`src/core_pkg.sv`:
```
/* Shared types and constants for the memory stage and its data RAM.
   Accesses must be naturally aligned; addresses above the RAM size wrap. */

package core_pkg;

    // ==============================
    // Widths that carry a meaning
    // ==============================

    // Data or byte address word
    typedef logic [31:0] word_t;

    // One strobe bit per byte lane
    typedef logic [3:0] strb_t;

    // Destination register number
    typedef logic [4:0] reg_addr_t;

    // ==============================
    // Operations and stage states
    // ==============================

    // OP_NONE passes the ALU result straight through
    typedef enum logic [3:0] {
        OP_NONE,
        LOAD_WORD,
        LOAD_HALF,
        LOAD_BYTE,
        LOAD_HALF_UNSIGNED,
        LOAD_BYTE_UNSIGNED,
        STORE_WORD,
        STORE_HALF,
        STORE_BYTE
    } op_t;

    typedef enum logic [1:0] {
        IDLE,
        WRITE_WAIT,
        READ_WAIT
    } stage_state_t;

    // ==============================
    // Memory size
    // ==============================

    // 256 words, selected by byte address bits [9:2]
    localparam int RAM_ADDR_BITS = 8;

    // Operation classification
    function automatic logic is_load(input op_t op);
        return op inside {LOAD_WORD, LOAD_HALF, LOAD_BYTE,
                          LOAD_HALF_UNSIGNED, LOAD_BYTE_UNSIGNED};
    endfunction

    function automatic logic is_store(input op_t op);
        return op inside {STORE_WORD, STORE_HALF, STORE_BYTE};
    endfunction

endpackage

```
`src/mem_lane_align.sv`:
```
/* Byte-lane placement for stores and load extension, purely combinational.
   Only naturally aligned halves and words give meaningful results. */
`timescale 1ns/1ps

module mem_lane_align import core_pkg::*; (
    input  op_t        op,
    input  logic [1:0] addr_low,
    input  word_t      store_data,
    output word_t      wdata,
    output strb_t      wstrb,
    input  op_t        load_op,
    input  logic [1:0] load_addr_low,
    input  word_t      rdata,
    output word_t      load_data
);

    // ==============================
    // Store side
    // ==============================

    always_comb begin
        wdata = store_data;
        wstrb = '0;
        case (op)
            STORE_WORD: begin
                wstrb = 4'b1111;
            end
            STORE_HALF: begin
                // Upper half when address bit 1 is set
                wdata = addr_low[1] ? (store_data << 16) : store_data;
                wstrb = addr_low[1] ? 4'b1100 : 4'b0011;
            end
            STORE_BYTE: begin
                wdata = store_data << {addr_low, 3'b000};
                wstrb = 4'b0001 << addr_low;
            end
            default: begin
                wdata = store_data;
                wstrb = '0;
            end
        endcase
    end

    // ==============================
    // Load side
    // ==============================

    logic [15:0] sel_half;
    logic [7:0]  sel_byte;

    assign sel_half = load_addr_low[1] ? rdata[31:16] : rdata[15:0];
    assign sel_byte = rdata[8*load_addr_low +: 8];

    always_comb begin
        case (load_op)
            LOAD_HALF:          load_data = {{16{sel_half[15]}}, sel_half};
            LOAD_BYTE:          load_data = {{24{sel_byte[7]}}, sel_byte};
            LOAD_HALF_UNSIGNED: load_data = {16'h0000, sel_half};
            LOAD_BYTE_UNSIGNED: load_data = {24'h000000, sel_byte};
            default:            load_data = rdata;
        endcase
    end

endmodule

```
`src/memory_stage.sv`:
```
/* Memory-access pipeline stage, one request in flight at a time.
   Data must be naturally aligned; the bus never returns error responses. */
`timescale 1ns/1ps

module memory_stage import core_pkg::*; (
    input  logic      aclk,
    input  logic      aresetn,
    // Request stream
    input  logic      source_valid,
    output logic      source_ready,
    input  op_t       source_op,
    input  word_t     source_alu,
    input  word_t     source_rs2,
    input  reg_addr_t source_rd,
    // Write-back stream
    output logic      sink_valid,
    input  logic      sink_ready,
    output op_t       sink_op,
    output reg_addr_t sink_rd,
    output word_t     sink_data,
    // Bus master
    output logic      awvalid,
    input  logic      awready,
    output word_t     awaddr,
    output word_t     wdata,
    output strb_t     wstrb,
    input  logic      bvalid,
    output logic      bready,
    output logic      arvalid,
    input  logic      arready,
    output word_t     araddr,
    input  logic      rvalid,
    output logic      rready,
    input  word_t     rdata
);

    stage_state_t state;

    logic accept;
    logic wr_done;
    logic rd_done;

    // Request registers, captured on acceptance
    op_t       req_op;
    reg_addr_t req_rd;
    word_t     req_addr;
    word_t     req_wdata;
    strb_t     req_wstrb;

    word_t lane_wdata;
    strb_t lane_wstrb;
    word_t load_data;

    assign source_ready = (state == IDLE) && sink_ready;
    assign accept       = source_valid && source_ready;
    assign wr_done      = bvalid && bready;
    assign rd_done      = rvalid && rready;

    mem_lane_align u_align (
        .op            (source_op),
        .addr_low      (source_alu[1:0]),
        .store_data    (source_rs2),
        .wdata         (lane_wdata),
        .wstrb         (lane_wstrb),
        .load_op       (req_op),
        .load_addr_low (req_addr[1:0]),
        .rdata         (rdata),
        .load_data     (load_data)
    );

    // ==============================
    // Stage FSM
    // ==============================

    always_ff @(posedge aclk) begin
        if (!aresetn) begin
            state <= IDLE;
        end else begin
            case (state)
                IDLE: begin
                    if (accept && is_store(source_op))
                        state <= WRITE_WAIT;
                    else if (accept && is_load(source_op))
                        state <= READ_WAIT;
                end
                WRITE_WAIT: if (wr_done) state <= IDLE;
                READ_WAIT:  if (rd_done) state <= IDLE;
                default:    state <= IDLE;
            endcase
        end
    end

    // ==============================
    // Bus requests
    // ==============================

    always_ff @(posedge aclk) begin
        if (accept) begin
            req_op    <= source_op;
            req_rd    <= source_rd;
            req_addr  <= source_alu;
            req_wdata <= lane_wdata;
            req_wstrb <= lane_wstrb;
        end
    end

    always_ff @(posedge aclk) begin
        if (!aresetn) begin
            awvalid <= 1'b0;
            arvalid <= 1'b0;
        end else begin
            if (accept && is_store(source_op))
                awvalid <= 1'b1;
            else if (awready)
                awvalid <= 1'b0;
            if (accept && is_load(source_op))
                arvalid <= 1'b1;
            else if (arready)
                arvalid <= 1'b0;
        end
    end

    assign awaddr = req_addr;
    assign araddr = req_addr;
    assign wdata  = req_wdata;
    assign wstrb  = req_wstrb;

    // Response stays pending while the write-back side is stalled
    assign bready = (state == WRITE_WAIT);
    assign rready = sink_ready;

    // ==============================
    // Write-back register
    // ==============================

    always_ff @(posedge aclk) begin
        if (!aresetn)
            sink_valid <= 1'b0;
        else if ((accept && !is_load(source_op)) || rd_done)
            sink_valid <= 1'b1;
        else if (sink_ready)
            sink_valid <= 1'b0;
    end

    always_ff @(posedge aclk) begin
        if (rd_done) begin
            sink_op   <= req_op;
            sink_rd   <= req_rd;
            sink_data <= load_data;
        end else if (accept && !is_load(source_op)) begin
            // Pass-through and stores carry the ALU value
            sink_op   <= source_op;
            sink_rd   <= source_rd;
            sink_data <= source_alu;
        end
    end

endmodule

```
`config.mk`:
```
export PLATFORM = sky130hd
export DESIGN_NAME = memory_stage
export DESIGN_NICKNAME = d
export VERILOG_FILES = /design/src/core_pkg.sv /design/src/mem_lane_align.sv /design/src/memory_stage.sv
export SDC_FILE = /design/constraint.sdc
export NUM_CORES = 1
export LEC_CHECK = 0
export BUFFER_PORTS_ARGS = -buffer_cell sky130_fd_sc_hd__buf_2
export CAP_MARGIN = 20
export CORE_MARGIN = 10
export CORE_UTILIZATION = 34
export CTS_CLUSTER_SIZE = 24
export DETAILED_ROUTE_END_ITERATION = 16
export HOLD_SLACK_MARGIN = 0.1
export SETUP_SLACK_MARGIN = 0.5
export SKIP_LAST_GASP = 1
export SLEW_MARGIN = 5
export SYNTH_ARGS = -nofsm -noshare
export SYNTH_HDL_FRONTEND = slang
export SYNTH_SLANG_ARGS = --single-unit
```
`constraint.sdc`:
```
create_clock -name aclk -period 7.4 [get_ports aclk]
set_input_delay 1.11 -clock aclk [delete_from_list [all_inputs] [get_ports aclk]]
set_output_delay 1.11 -clock aclk [all_outputs]
set_load 0.03 [all_outputs]
```
==> summary.log, run 1 <==
[status] outcome finished, final reports clean
[logic_synthesis] largest cells by area after synthesis sky130_fd_sc_hd__edfxtp_1 (62%), sky130_fd_sc_hd__buf_4 (4.4%), sky130_fd_sc_hd__nand2_1 (3.8%)
[sta] final worst clock skew 8.121 ps
[power] power per standard cell area 264.5 nW/um2
[worst_setup_path] startpoint of the most critical register-to-register path araddr[1]
[placed_design] placed standard-cell area 6983 um2
[worst_setup_path] kind of cell with the highest combined delay on the critical path flip-flops
[worst_setup_path] maximum single-stage delay on the critical path 1040 ps
[min_path] Hold Crit Class flip-flop to flip-flop
[worst_setup_path] endpoint class of the critical path output pin
[global_routing] largest net degree at the start of global routing 45
[logic_synthesis] number of synthesized flops with an enable pin 118
[cts] CTS clk-pin slew, worst paths 50 ps
[power] Static Leakage 3.257 nW
[sta] number of hold violations in the final report 0
[logic_synthesis] synth unique cells 41
[cts] # clock sinks 123
[finish] final core utilization 46.44%
[placed_design] GPL Wtd Cong 0.8364
[sta] post-route fraction of the period consumed by the critical path 39.45%
[worst_setup_path] cell with the largest stage delay on the worst path sky130_fd_sc_hd__edfxtp_1
[cts] Setup Buffers After CTS 0
[worst_setup_path] cell chain of the critical path buf_2
[global_routing] via count of the first global-routing pass 4730
[logic_synthesis] most area-hungry cell type in the Yosys netlist sky130_fd_sc_hd__edfxtp_1
[power] reported net switching power 0.5095 mW
[die] full die area 22310 um2
[min_path] hold path depth 2
[power] share of total power in combinational logic 14.1%
[logic_synthesis] Synth Warn # 0
[global_routing] overflow left after global routing 0
[finish] total number of nets in the final design 793
[sta] actual slew at the worst max-slew pin 1058 ps
[logic_synthesis] number of cells produced by synthesis 450
[power] portion of total power attributed to sequential cells 41.2%
[cts] number of buffers on the longest clock path 2
[route] detailed route wirelength on metal2 8.751 mm
[placed_design] post-DP HPWL 14.58 mm
[die] number of core rows 47
[logic_synthesis] proportion of synthesized flip-flops having asynchronous set or reset 0%
[sta] setup repair after global routing missed its margin no
[finish] share of layout cells above drive strength 1 46.03%
[logic_synthesis] area share of the leading cell type in the synthesized netlist 62.28%
[logic_synthesis] most common cell in the netlist sky130_fd_sc_hd__edfxtp_1
[sta] Fin Setup TNS 0 ps
[worst_setup_path] arrival time at the worst endpoint 1810 ps
[route] Routed Wire Length 18.85 mm
[sta] final count of negative-setup-slack endpoints 0
[die] core footprint 16470 um2
[worst_setup_path] path depth of the worst reg2reg path 4
[logic_synthesis] synthesized cell area 5689 um2
[worst_setup_path] setup slack of the worst register-to-register path 4600 ps
[power] clock power share 44.8%
[power] Switching Share 25.20%
[cts] clock tree from TritonCTS yes
[logic_synthesis] top post-synthesis cells by count sky130_fd_sc_hd__edfxtp_1 (118), sky130_fd_sc_hd__nand2_1 (58), sky130_fd_sc_hd__buf_4 (33), sky130_fd_sc_hd__a21oi_1 (29), sky130_fd_sc_hd__o21ai_0 (24)
[worst_setup_path] CP Class flip-flop to output pin
[worst_setup_path] worst flop-to-flop path endpoint sink_data[25]
[die] starting density of the core 34.55%
[global_routing] first-pass GRT wire length 27.55 mm
[cts] total of hold buffers inserted after clock tree synthesis 0
[route] drt via density 4.938
[run] # Max-Cap Violations 0
[route] DRC violation count after routing 0
[finish] area overhead of the layout relative to synthesis 34.40%
[sta] Final Max Slew Viols 0
[die] width of the die 149.4 um
[placed_design] number of I/O port buffers 259
[route] wire length the detailed router placed on met1 7.354 mm
[min_path] Hold Path Sink arvalid
[cts] clock insertion delay at the later pin of the skew report 410 ps
[sta] min cycle time layout 2919 ps
[die] io pins 260
[die] Die Y 149.4 um
[worst_setup_path] critical path data required time 6290 ps
[sta] worst slew slack as a fraction of its limit 29.45%
[cts] number of H-tree levels 4
[route] number of nets with antenna violations after detailed routing 0
[route] router iterations before antenna repair 4
[cts] Post-CTS Resized 0
[finish] final design area excluding fillers 7646 um2
[logic_synthesis] Most used DFF post-synth sky130_fd_sc_hd__edfxtp_1
[route] 1st-iter DRT viols 250
[sta] Max Freq 342.5 MHz
[logic_synthesis] post-synth net total 563
[min_path] Hold Path Origin arvalid
[logic_synthesis] sequential area share after synthesis 64.04%
[global_routing] initial antenna violation count 7
[power] peak supply drop 0.1528 mV
[cts] cell at the root of the clock tree sky130_fd_sc_hd__clkbuf_16
[worst_setup_path] number of stages on the worst setup path 1
[worst_setup_path] Buf/Inv on CP 1
[worst_setup_path] largest fanout of any net on the critical path 26
[route] vias after detailed routing 4523
[route] wire length on met3 2.324 mm
[logic_synthesis] number of synthesized register bits 123
[power] Power Internal 1.513 mW
[cts] number of CTS-inserted buffers 17
[worst_setup_path] nature of the critical path startpoint flip-flop
[sta] worst hold slack after final layout 492.2 ps
[route] DR WL/cell 20.57 um
[finish] fill cell instance count of the final layout 1546
[route] top metal layer carrying routed signals met5
[global_routing] aggregate global-route resource usage 16.17%
[logic_synthesis] mean instance size in the synthesized netlist 12.64 um2
==> cell families (layout without fill, tap and decap cells) <==
| kind of cell | count (synthesis) | count (layout) | synth area share [%] |
|---|---|---|---|
| AO/OA/AOI/OAI | 112 | 112 | 13.68 |
| XOR/XNOR | 1 | 1 | 0.1540 |
| buffers and inverters | 60 | 303 | 6.488 |
| flip-flops | 123 | 123 | 64.04 |
| multiplexers | 25 | 25 | 4.530 |
| other | 0 | 3 | 0 |
| AND/OR/NAND/NOR | 129 | 129 | 11.11 |
==> final cells by class <==
cell class                 instances  area [um2]  area share (%)
timing repair buffer             265        1345           17.59
sequential                       123        3643           47.65
clock buffer                      22       494.2           6.464
tap                              220       275.3           3.600
clock inverter                    10       161.4           2.111
inverter                           6       23.77          0.3109
multi-input combinational        267        1695           22.17
antenna                            3       7.507         0.09818
==> through the flow <==
| stage | setup WS (ps) | cells | power, mW |
|---|---|---|---|
| 5_1_grt | 4313 | 914 | 2.094 |
| 3_3_place_gp | 4269 | 880 | 1.129 |
| 4_1_cts | 4460 | 913 | 2.043 |
| 3_5_place_dp | 4142 | 881 | 1.134 |
| 2_1_floorplan | 1797 | 450 | 1.029 |
| 6_report | 4481 | 916 | 2.022 |
==> metal layers <==
metal | vias up | track usage (%)
met2 | 225 | 25.89
met4 | 6 | 6.526
met5 | - | 0
li1 | 2124 | -
met1 | 2134 | 17.67
met3 | 34 | 8.525
==> cell usage in the layout, fill, tap and decap left out, types with 8 or more instances in the layout <==
cell                        Yosys  routed
sky130_fd_sc_hd__a22o_1         8       8
sky130_fd_sc_hd__edfxtp_1     118     118
sky130_fd_sc_hd__nand2_1       58      58
sky130_fd_sc_hd__or2_2          8       8
sky130_fd_sc_hd__a221o_1       16      16
sky130_fd_sc_hd__a22oi_1       14      14
sky130_fd_sc_hd__o21ai_0       24      23
sky130_fd_sc_hd__mux2i_1       19      19
sky130_fd_sc_hd__o2bb2ai_1      8       8
sky130_fd_sc_hd__nor2_1        20      20
sky130_fd_sc_hd__a21oi_1       29      27
sky130_fd_sc_hd__nor3b_1        8       8
sky130_fd_sc_hd__buf_2          4     259
sky130_fd_sc_hd__and2_1        19      19
sky130_fd_sc_hd__clkbuf_16      0      17
==> sequential cells by signal (all words and copies together), names as in the netlist, 2 cells and up <==
signal and flops:
sink_data 32, sink_rd 5, wstrb 4, state 2, wdata 32, araddr 32, req_rd 5, sink_op 4
req_op 4
==> power groups by stage <==
stage	Sequential [mW]	Clock (mW)	Combinational [mW]
4_1_cts	0.833	0.921	0.289
5_1_grt	0.836	0.952	0.306
3_3_place_gp	0.846	0	0.283
3_5_place_dp	0.846	0	0.288
2_1_floorplan	0.920	0	0.109
6_report	0.832	0.905	0.285
==> worst reg2reg max path, cell delays in order (launching register included) <==
cell and delay (ps):
sky130_fd_sc_hd__edfxtp_1 1040, sky130_fd_sc_hd__mux2i_1 440, sky130_fd_sc_hd__mux2i_1 150, sky130_fd_sc_hd__a21oi_2 690, sky130_fd_sc_hd__a21oi_1 190
==> worst max path at each step <==
stage | start | to | slack [ps]
6_report | araddr[1] | awaddr[1] | 4480
5_1_grt | araddr[1] | sink_data[20] | 4310
4_1_cts | araddr[1] | awaddr[1] | 4460
3_5_place_dp | sink_ready | sink_data[8] | 4140
3_3_place_gp | sink_ready | wstrb[1] | 4270
2_1_floorplan | sink_ready | sink_data[0] | 1800
Power figures use the tool's default switching activity.
==> run 2: changes to the inputs <==
--- a/config.mk
+++ b/config.mk
@@ -5,6 +5,7 @@
 export SDC_FILE = /design/constraint.sdc
 export NUM_CORES = 1
 export LEC_CHECK = 0
+export ABC_AREA = 1
 export BUFFER_PORTS_ARGS = -buffer_cell sky130_fd_sc_hd__buf_2
 export CAP_MARGIN = 20
 export CORE_MARGIN = 10
==> constraint.sdc (replaced) <==
create_clock -name aclk -period 2.8 [get_ports aclk]
set_input_delay 0.42 -clock aclk [delete_from_list [all_inputs] [get_ports aclk]]
set_output_delay 0.42 -clock aclk [all_outputs]
set_load 0.03 [all_outputs]
==> run 2 against run 1 <==
  * Combinational power rose to 3.1 times the previous value
  * Setup slack got worse by 3600 ps
  * Worst hold slack got worse by 300 ps
  * Total power rose to 2.6 times the previous value
  * Design area rose by 11%
  * Highest routed layer is now met4
==> summary.log, run 2 <==
[status] outcome finished, final reports clean
[logic_synthesis] sequential area share after synthesis 55.69%
[finish] final core utilization 44.98%
[min_path] hold path depth 1
[power] Total Power Consumption 5.227 mW
[power] power per standard cell area 617.1 nW/um2
[cts] Post-CTS Resized 0
[placed_design] number of I/O port buffers 259
[worst_setup_path] launching instance or port of the critical path req_op[2]
[worst_setup_path] endpoint class of the critical path flip-flop
[placed_design] GPL Wtd Cong 0.8637
[sta] post-route fraction of the period consumed by the critical path 67.75%
[placed_design] post-DP HPWL 16.78 mm
[logic_synthesis] synthesized cell area 6543 um2
[cts] CTS clk-pin slew, worst paths 60 ps
[min_path] Hold Crit Class input pin to flip-flop
[cts] # clock sinks 123
[die] width of the die 158.7 um
[global_routing] initial antenna violation count 0
[worst_setup_path] critical path data required time 2970 ps
[min_path] Hold Path Origin source_alu[23]
[cts] number of H-tree levels 4
[route] DR WL/cell 17.38 um
[worst_setup_path] cell with the largest stage delay on the worst path sky130_fd_sc_hd__edfxtp_1
[finish] total number of nets in the final design 1091
[worst_setup_path] kind of cell with the highest combined delay on the critical path simple AND/OR/NAND/NOR gates
[sta] final setup slack of the worst path 902.9 ps
[global_routing] first-pass GRT wire length 33.63 mm
[logic_synthesis] area share of the leading cell type in the synthesized netlist 54.16%
[sta] actual slew at the worst max-slew pin 635.3 ps
[power] peak supply drop 0.3701 mV
[global_routing] aggregate global-route resource usage 16.75%
[worst_setup_path] CP dominant cell by count sky130_fd_sc_hd__nand2_1
[route] drt via density 4.646
[logic_synthesis] number of synthesized flops with an enable pin 118
[route] vias after detailed routing 5812
[route] router iterations before antenna repair 6
[worst_setup_path] startpoint of the most critical register-to-register path req_op[2]
[sta] final worst clock skew 10.03 ps
[sta] min cycle time layout 1897 ps
[global_routing] largest net degree at the start of global routing 54
[worst_setup_path] Buf/Inv on CP 0
[logic_synthesis] post-synth net total 867
[route] number of nets with antenna violations after detailed routing 0
[logic_synthesis] most area-hungry cell type in the Yosys netlist sky130_fd_sc_hd__edfxtp_1
[worst_setup_path] setup slack of the worst register-to-register path 900 ps
[die] io pins 260
[finish] diode count 0
[cts] total of hold buffers inserted after clock tree synthesis 0
[finish] share of layout cells above drive strength 1 34.71%
[placed_design] post-placement setup slack 914.6 ps
[run] # Max-Cap Violations 0
[sta] Fin Setup TNS 0 ps
[logic_synthesis] mean instance size in the synthesized netlist 8.677 um2
[global_routing] overflow left after global routing 0
[logic_synthesis] number of cells produced by synthesis 754
[worst_setup_path] arrival time at the worst endpoint 2070 ps
[logic_synthesis] proportion of synthesized flip-flops having asynchronous set or reset 0%
[worst_setup_path] cell chain of the critical path nor2_1 > nand2_1 > nand2_4 > nand2_2 > nand2_1 > o21ai_1 > nand2_1 > nand2_1
[route] Routed Wire Length 21.74 mm
[finish] area overhead of the layout relative to synthesis 29.45%
[die] number of core rows 50
[logic_synthesis] Synth Warn # 0
[logic_synthesis] largest cells by area after synthesis sky130_fd_sc_hd__edfxtp_1 (54%), sky130_fd_sc_hd__nand2_1 (15%), sky130_fd_sc_hd__o21ai_0 (5.5%)
[logic_synthesis] most common cell in the netlist sky130_fd_sc_hd__nand2_1
[worst_setup_path] path depth of the worst reg2reg path 8
[worst_setup_path] nature of the critical path startpoint flip-flop
[sta] Final Max Slew Viols 0
[logic_synthesis] number of synthesized register bits 123
[cts] number of CTS-inserted buffers 17
[route] 1st-iter DRT viols 390
[global_routing] via count of the first global-routing pass 5875
[sta] worst slew slack as a fraction of its limit 57.60%
[min_path] Hold Path Sink araddr[23]
[cts] Setup Buffers After CTS 0
[route] DRC violation count after routing 0
[cts] cell at the root of the clock tree sky130_fd_sc_hd__clkbuf_16
[cts] clock insertion delay at the later pin of the skew report 410 ps
[sta] final count of negative-setup-slack endpoints 0
[die] starting density of the core 34.74%
[cts] number of buffers on the longest clock path 2
[die] core footprint 18830 um2
[die] Die Y 158.7 um
[die] full die area 25190 um2
[logic_synthesis] synth unique cells 30
[logic_synthesis] Most used DFF post-synth sky130_fd_sc_hd__edfxtp_1
[worst_setup_path] CP Class flip-flop to flip-flop
[sta] Max Freq 527.1 MHz
[worst_setup_path] worst flop-to-flop path endpoint sink_data[1]
[power] Static Leakage 3.984 nW
[sta] number of hold violations in the final report 0
[sta] setup repair after global routing missed its margin no
[worst_setup_path] maximum single-stage delay on the critical path 420 ps
[worst_setup_path] largest fanout of any net on the critical path 28
[finish] most frequent standard cell in the layout excluding fill and tap cells sky130_fd_sc_hd__nand2_1
[logic_synthesis] top post-synthesis cells by count sky130_fd_sc_hd__nand2_1 (268), sky130_fd_sc_hd__edfxtp_1 (118), sky130_fd_sc_hd__inv_1 (72), sky130_fd_sc_hd__o21ai_0 (72), sky130_fd_sc_hd__nor2_1 (49)
[finish] highest-count cells in the layout ignoring fill and taps sky130_fd_sc_hd__nand2_1 (264), sky130_fd_sc_hd__buf_2 (259), sky130_fd_sc_hd__edfxtp_1 (118)
[cts] clock tree from TritonCTS yes
[run 2: through the flow]
step,hold WS (ps),cell area [um2],cells
floorplan,487.4,6595,754
global placement,452.9,7888,1219
detailed placement,460.4,7888,1219
CTS,176.7,8469,1251
global route,173.0,8469,1251
finish,196.3,8469,1251
[run 2: cell families (layout without fill, tap and decap cells)]
logic type / after synthesis / after routing / synth area share (%)
simple gates: 390 / 390 / 24.96
buf+inv: 141 / 378 / 10.88
flops: 123 / 123 / 55.69
compound gates: 100 / 100 / 8.472
[run 2: worst max-delay path by stage]
stage                     slack [ps]  cells past startpoint           end
after global placement           960                      6      wdata[9]
after CTS                        900                      8  sink_data[4]
after floorplan                  330                      6  sink_data[0]
after global routing             710                      8  sink_data[4]
final                            900                      8  sink_data[1]
after detailed placement         910                      8  sink_data[4]
[run 2: worst register-to-register path: stages, from the launching register on]
cell	delay, ps
sky130_fd_sc_hd__edfxtp_1	420
sky130_fd_sc_hd__nor2_1	120
sky130_fd_sc_hd__nand2_1	270
sky130_fd_sc_hd__nand2_4	350
sky130_fd_sc_hd__nand2_2	220
sky130_fd_sc_hd__nand2_1	110
sky130_fd_sc_hd__o21ai_1	70
sky130_fd_sc_hd__nand2_1	60
sky130_fd_sc_hd__nand2_1	40
[run 2: power breakdown]
group	internal, mW	switching [mW]	total, mW	leakage (nW)
registers	2.16	0.0389	2.19	1.16
clock network	1.25	0.901	2.15	0.280
logic	0.254	0.625	0.878	2.55
total	3.66	1.56	5.23	3.98
[run 2: area by class of cell]
class,instances,area (um2)
clock inverters,15,156.4
flip-flops and latches,123,3643
clock buffers,17,425.4
inverters,76,304.0
well taps,260,325.3
multi-input cells,490,2223
repair buffers,270,1391
fillers,1862,10360
[run 2: metal layers]
| metal | vias up | routed length, um | share of wire [%] | GRT usage [%] |
|---|---|---|---|---|
| li1 | 2875 | - | - | - |
| met1 | 2666 | 9040 | 42 | 19.78 |
| met2 | 258 | 10690 | 49 | 28.56 |
| met3 | 13 | 1846 | 8.5 | 5.964 |
| met4 | 0 | 163 | 0.75 | 3.656 |
| met5 | - | 0 | 0 | 0 |
==> run 3: changes to the inputs <==
--- a/config.mk
+++ b/config.mk
@@ -5,7 +5,7 @@
 export SDC_FILE = /design/constraint.sdc
 export NUM_CORES = 1
 export LEC_CHECK = 0
-export ABC_AREA = 1
+export ABC_AREA = 0
 export BUFFER_PORTS_ARGS = -buffer_cell sky130_fd_sc_hd__buf_2
 export CAP_MARGIN = 20
 export CORE_MARGIN = 10
==> constraint.sdc (replaced) <==
create_clock -name aclk -period 1.8 [get_ports aclk]
set_input_delay 0.27 -clock aclk [delete_from_list [all_inputs] [get_ports aclk]]
set_output_delay 0.27 -clock aclk [all_outputs]
set_load 0.03 [all_outputs]
==> run 3 against run 2 <==
  * Non-clock buffer count up 114
  * Combinational power rose by 100%
  * Total power rose by 64%
  * First-iteration DRC count down 48%
==> summary.log, run 3 (synthesized netlist as in run 1, its figures left out) <==
[status] outcome finished, final reports clean
[cts] clock insertion delay at the later pin of the skew report 410 ps
[finish] final cell count without fillers 1031
[sta] final count of negative-setup-slack endpoints 0
[finish] highest-count cells in the layout ignoring fill and taps sky130_fd_sc_hd__buf_2 (215), sky130_fd_sc_hd__edfxtp_1 (118), sky130_fd_sc_hd__buf_6 (61)
[sta] setup repair after global routing missed its margin yes
[placed_design] post-DP HPWL 15.06 mm
[worst_setup_path] maximum single-stage delay on the critical path 600 ps
[placed_design] Cell Count Post-Placement 907
[run] # Max-Cap Violations 0
[global_routing] overflow left after global routing 0
[finish] area overhead of the layout relative to synthesis 73.48%
[worst_setup_path] critical path data required time 1960 ps
[min_path] Hold Path Origin arready
[worst_setup_path] worst flop-to-flop path endpoint sink_data[24]
[global_routing] first-pass GRT wire length 31.77 mm
[worst_setup_path] setup slack of the worst register-to-register path 180 ps
[sta] actual slew at the worst max-slew pin 765.0 ps
[min_path] hold path depth 3
[sta] min cycle time layout 1628 ps
[finish] final core utilization 59.94%
[finish] share of layout cells above drive strength 1 56.35%
[route] DR WL/cell 21.73 um
[die] number of core rows 47
[finish] most frequent standard cell in the layout excluding fill and tap cells sky130_fd_sc_hd__buf_2
[power] clock power share 39.3%
[finish] diode count 0
[placed_design] number of I/O port buffers 259
[worst_setup_path] CP Class input pin to flip-flop
[cts] CTS clk-pin slew, worst paths 60 ps
[cts] # clock sinks 123
[global_routing] via count of the first global-routing pass 5518
[sta] final setup slack of the worst path 172.4 ps
[power] Static Leakage 4.202 nW
[worst_setup_path] endpoint class of the critical path flip-flop
[finish] area of the multi-input gates 2014 um2
[die] width of the die 149.4 um
[min_path] Hold Path Sink arvalid
[cts] cell at the root of the clock tree sky130_fd_sc_hd__clkbuf_16
[placed_design] GPL Wtd Cong 0.8576
[sta] worst hold slack after final layout 114.8 ps
[route] Routed Wire Length 22.41 mm
[die] io pins 260
[min_path] Hold Crit Class input pin to flip-flop
[route] router iterations before antenna repair 5
[power] portion of total power attributed to sequential cells 39.8%
[sta] Final Max Slew Viols 0
[placed_design] post-placement setup slack -153.5 ps
[power] Switching Share 26.52%
[die] starting density of the core 34.55%
[sta] number of hold violations in the final report 0
[finish] fill cell instance count of the final layout 1332
[die] full die area 22310 um2
[sta] Fin Setup TNS 0 ps
[route] drt via density 5.005
[die] core footprint 16470 um2
[power] share of total power in combinational logic 20.9%
[finish] total number of nets in the final design 912
[cts] number of CTS-inserted buffers 17
[power] Total Power Consumption 8.582 mW
[power] power per standard cell area 869.6 nW/um2
[sta] Max Freq 614.4 MHz
[worst_setup_path] startpoint of the most critical register-to-register path araddr[1]
[finish] sequential cell area 3649 um2
[cts] clock tree from TritonCTS yes
[cts] number of buffers on the longest clock path 2
[worst_setup_path] cell chain of the critical path buf_6 > or4b_4 > nor2_4 > a21oi_4 > bufbuf_16 > a221o_1
[power] reported net switching power 2.276 mW
[power] peak supply drop 0.6168 mV
[route] 1st-iter DRT viols 204
[global_routing] aggregate global-route resource usage 18.64%
[route] vias after detailed routing 5160
[worst_setup_path] nature of the critical path startpoint input pin
[sta] final worst clock skew 7.583 ps
[global_routing] largest net degree at the start of global routing 29
[sta] worst slew slack as a fraction of its limit 48.81%
[sta] post-route fraction of the period consumed by the critical path 90.42%
[die] Die Y 149.4 um
[worst_setup_path] cell with the largest stage delay on the worst path sky130_fd_sc_hd__or4b_4
[power] Power Internal 6.306 mW
[cts] number of H-tree levels 4
[global_routing] initial antenna violation count 0
[worst_setup_path] path depth of the worst reg2reg path 7
[finish] final design area excluding fillers 9869 um2
[worst_setup_path] largest fanout of any net on the critical path 6
[route] number of nets with antenna violations after detailed routing 0
[route] DRC violation count after routing 0
[worst_setup_path] arrival time at the worst endpoint 1790 ps
[placed_design] placed standard-cell area 7415 um2
[run 3: changes by cell type in the layout (fill, tap and decap cells not counted), moves of 20 or more]
cell	before	now
sky130_fd_sc_hd__a21oi_2	0	23
sky130_fd_sc_hd__buf_2	259	215
sky130_fd_sc_hd__buf_4	10	30
sky130_fd_sc_hd__buf_6	0	61
sky130_fd_sc_hd__dlygate4sd3_1	0	35
sky130_fd_sc_hd__inv_1	69	5
sky130_fd_sc_hd__nand2_1	264	55
sky130_fd_sc_hd__nand3_1	39	2
sky130_fd_sc_hd__nor2_1	48	19
sky130_fd_sc_hd__nor2_2	20	0
sky130_fd_sc_hd__o21ai_0	72	9
[run 3: power groups by stage]
stage                     logic, mW  clock network, mW  registers [mW]
after floorplan               0.505                  0            3.77
after global placement         1.30                  0            3.46
after detailed placement       1.32                  0            3.46
after CTS                      1.67               3.43            3.41
after global routing           1.89               3.58            3.43
final                          1.79               3.37            3.42
[run 3: area by class of cell]
cell class	instances	area share (%)
multi-input cells	267	20.41
inverters	6	0.2662
clock buffers	18	4.348
well taps	220	2.789
repair buffers	384	33.68
clock inverters	13	1.534
flip-flops and latches	123	36.97
[run 3: repair_timing]
item / 4_1_cts / 5_1_grt
pin swaps: 8 / 13
hold buffers: 35 / 0
gates cloned: 14 / 8
buffers inserted: 28 / 8
hold endpoints to repair: 35 / 0
endpoints found under the setup margin: 205 / 228
resized for setup: 92 / 112
[run 3: worst max-delay path, delay by kind of cell]
| family | cells | cell delay, ps |
|---|---|---|
| AND/OR/NAND/NOR | 2 | 740 |
| AO/OA/AOI/OAI | 2 | 400 |
| buffers and inverters | 2 | 380 |
[run 3: layer usage]
metal	routed length, um	global-route usage [%]
met4	264	5.643
met2	11550	32.97
met5	0	0
met1	8407	20.16
met3	2185	7.100
[run 3: worst max-delay path by stage]
stage	startpoint	endpoint	slack, ps	depth (start not counted)
after CTS	araddr[1]	sink_data[9]	200	6
after detailed placement	source_op[2]	wdata[25]	-150	6
final	source_op[1]	wdata[19]	170	6
after global routing	araddr[1]	sink_data[24]	140	7
after floorplan	state[0]	araddr[0]	-290	3
after global placement	source_op[2]	wdata[22]	-100	6
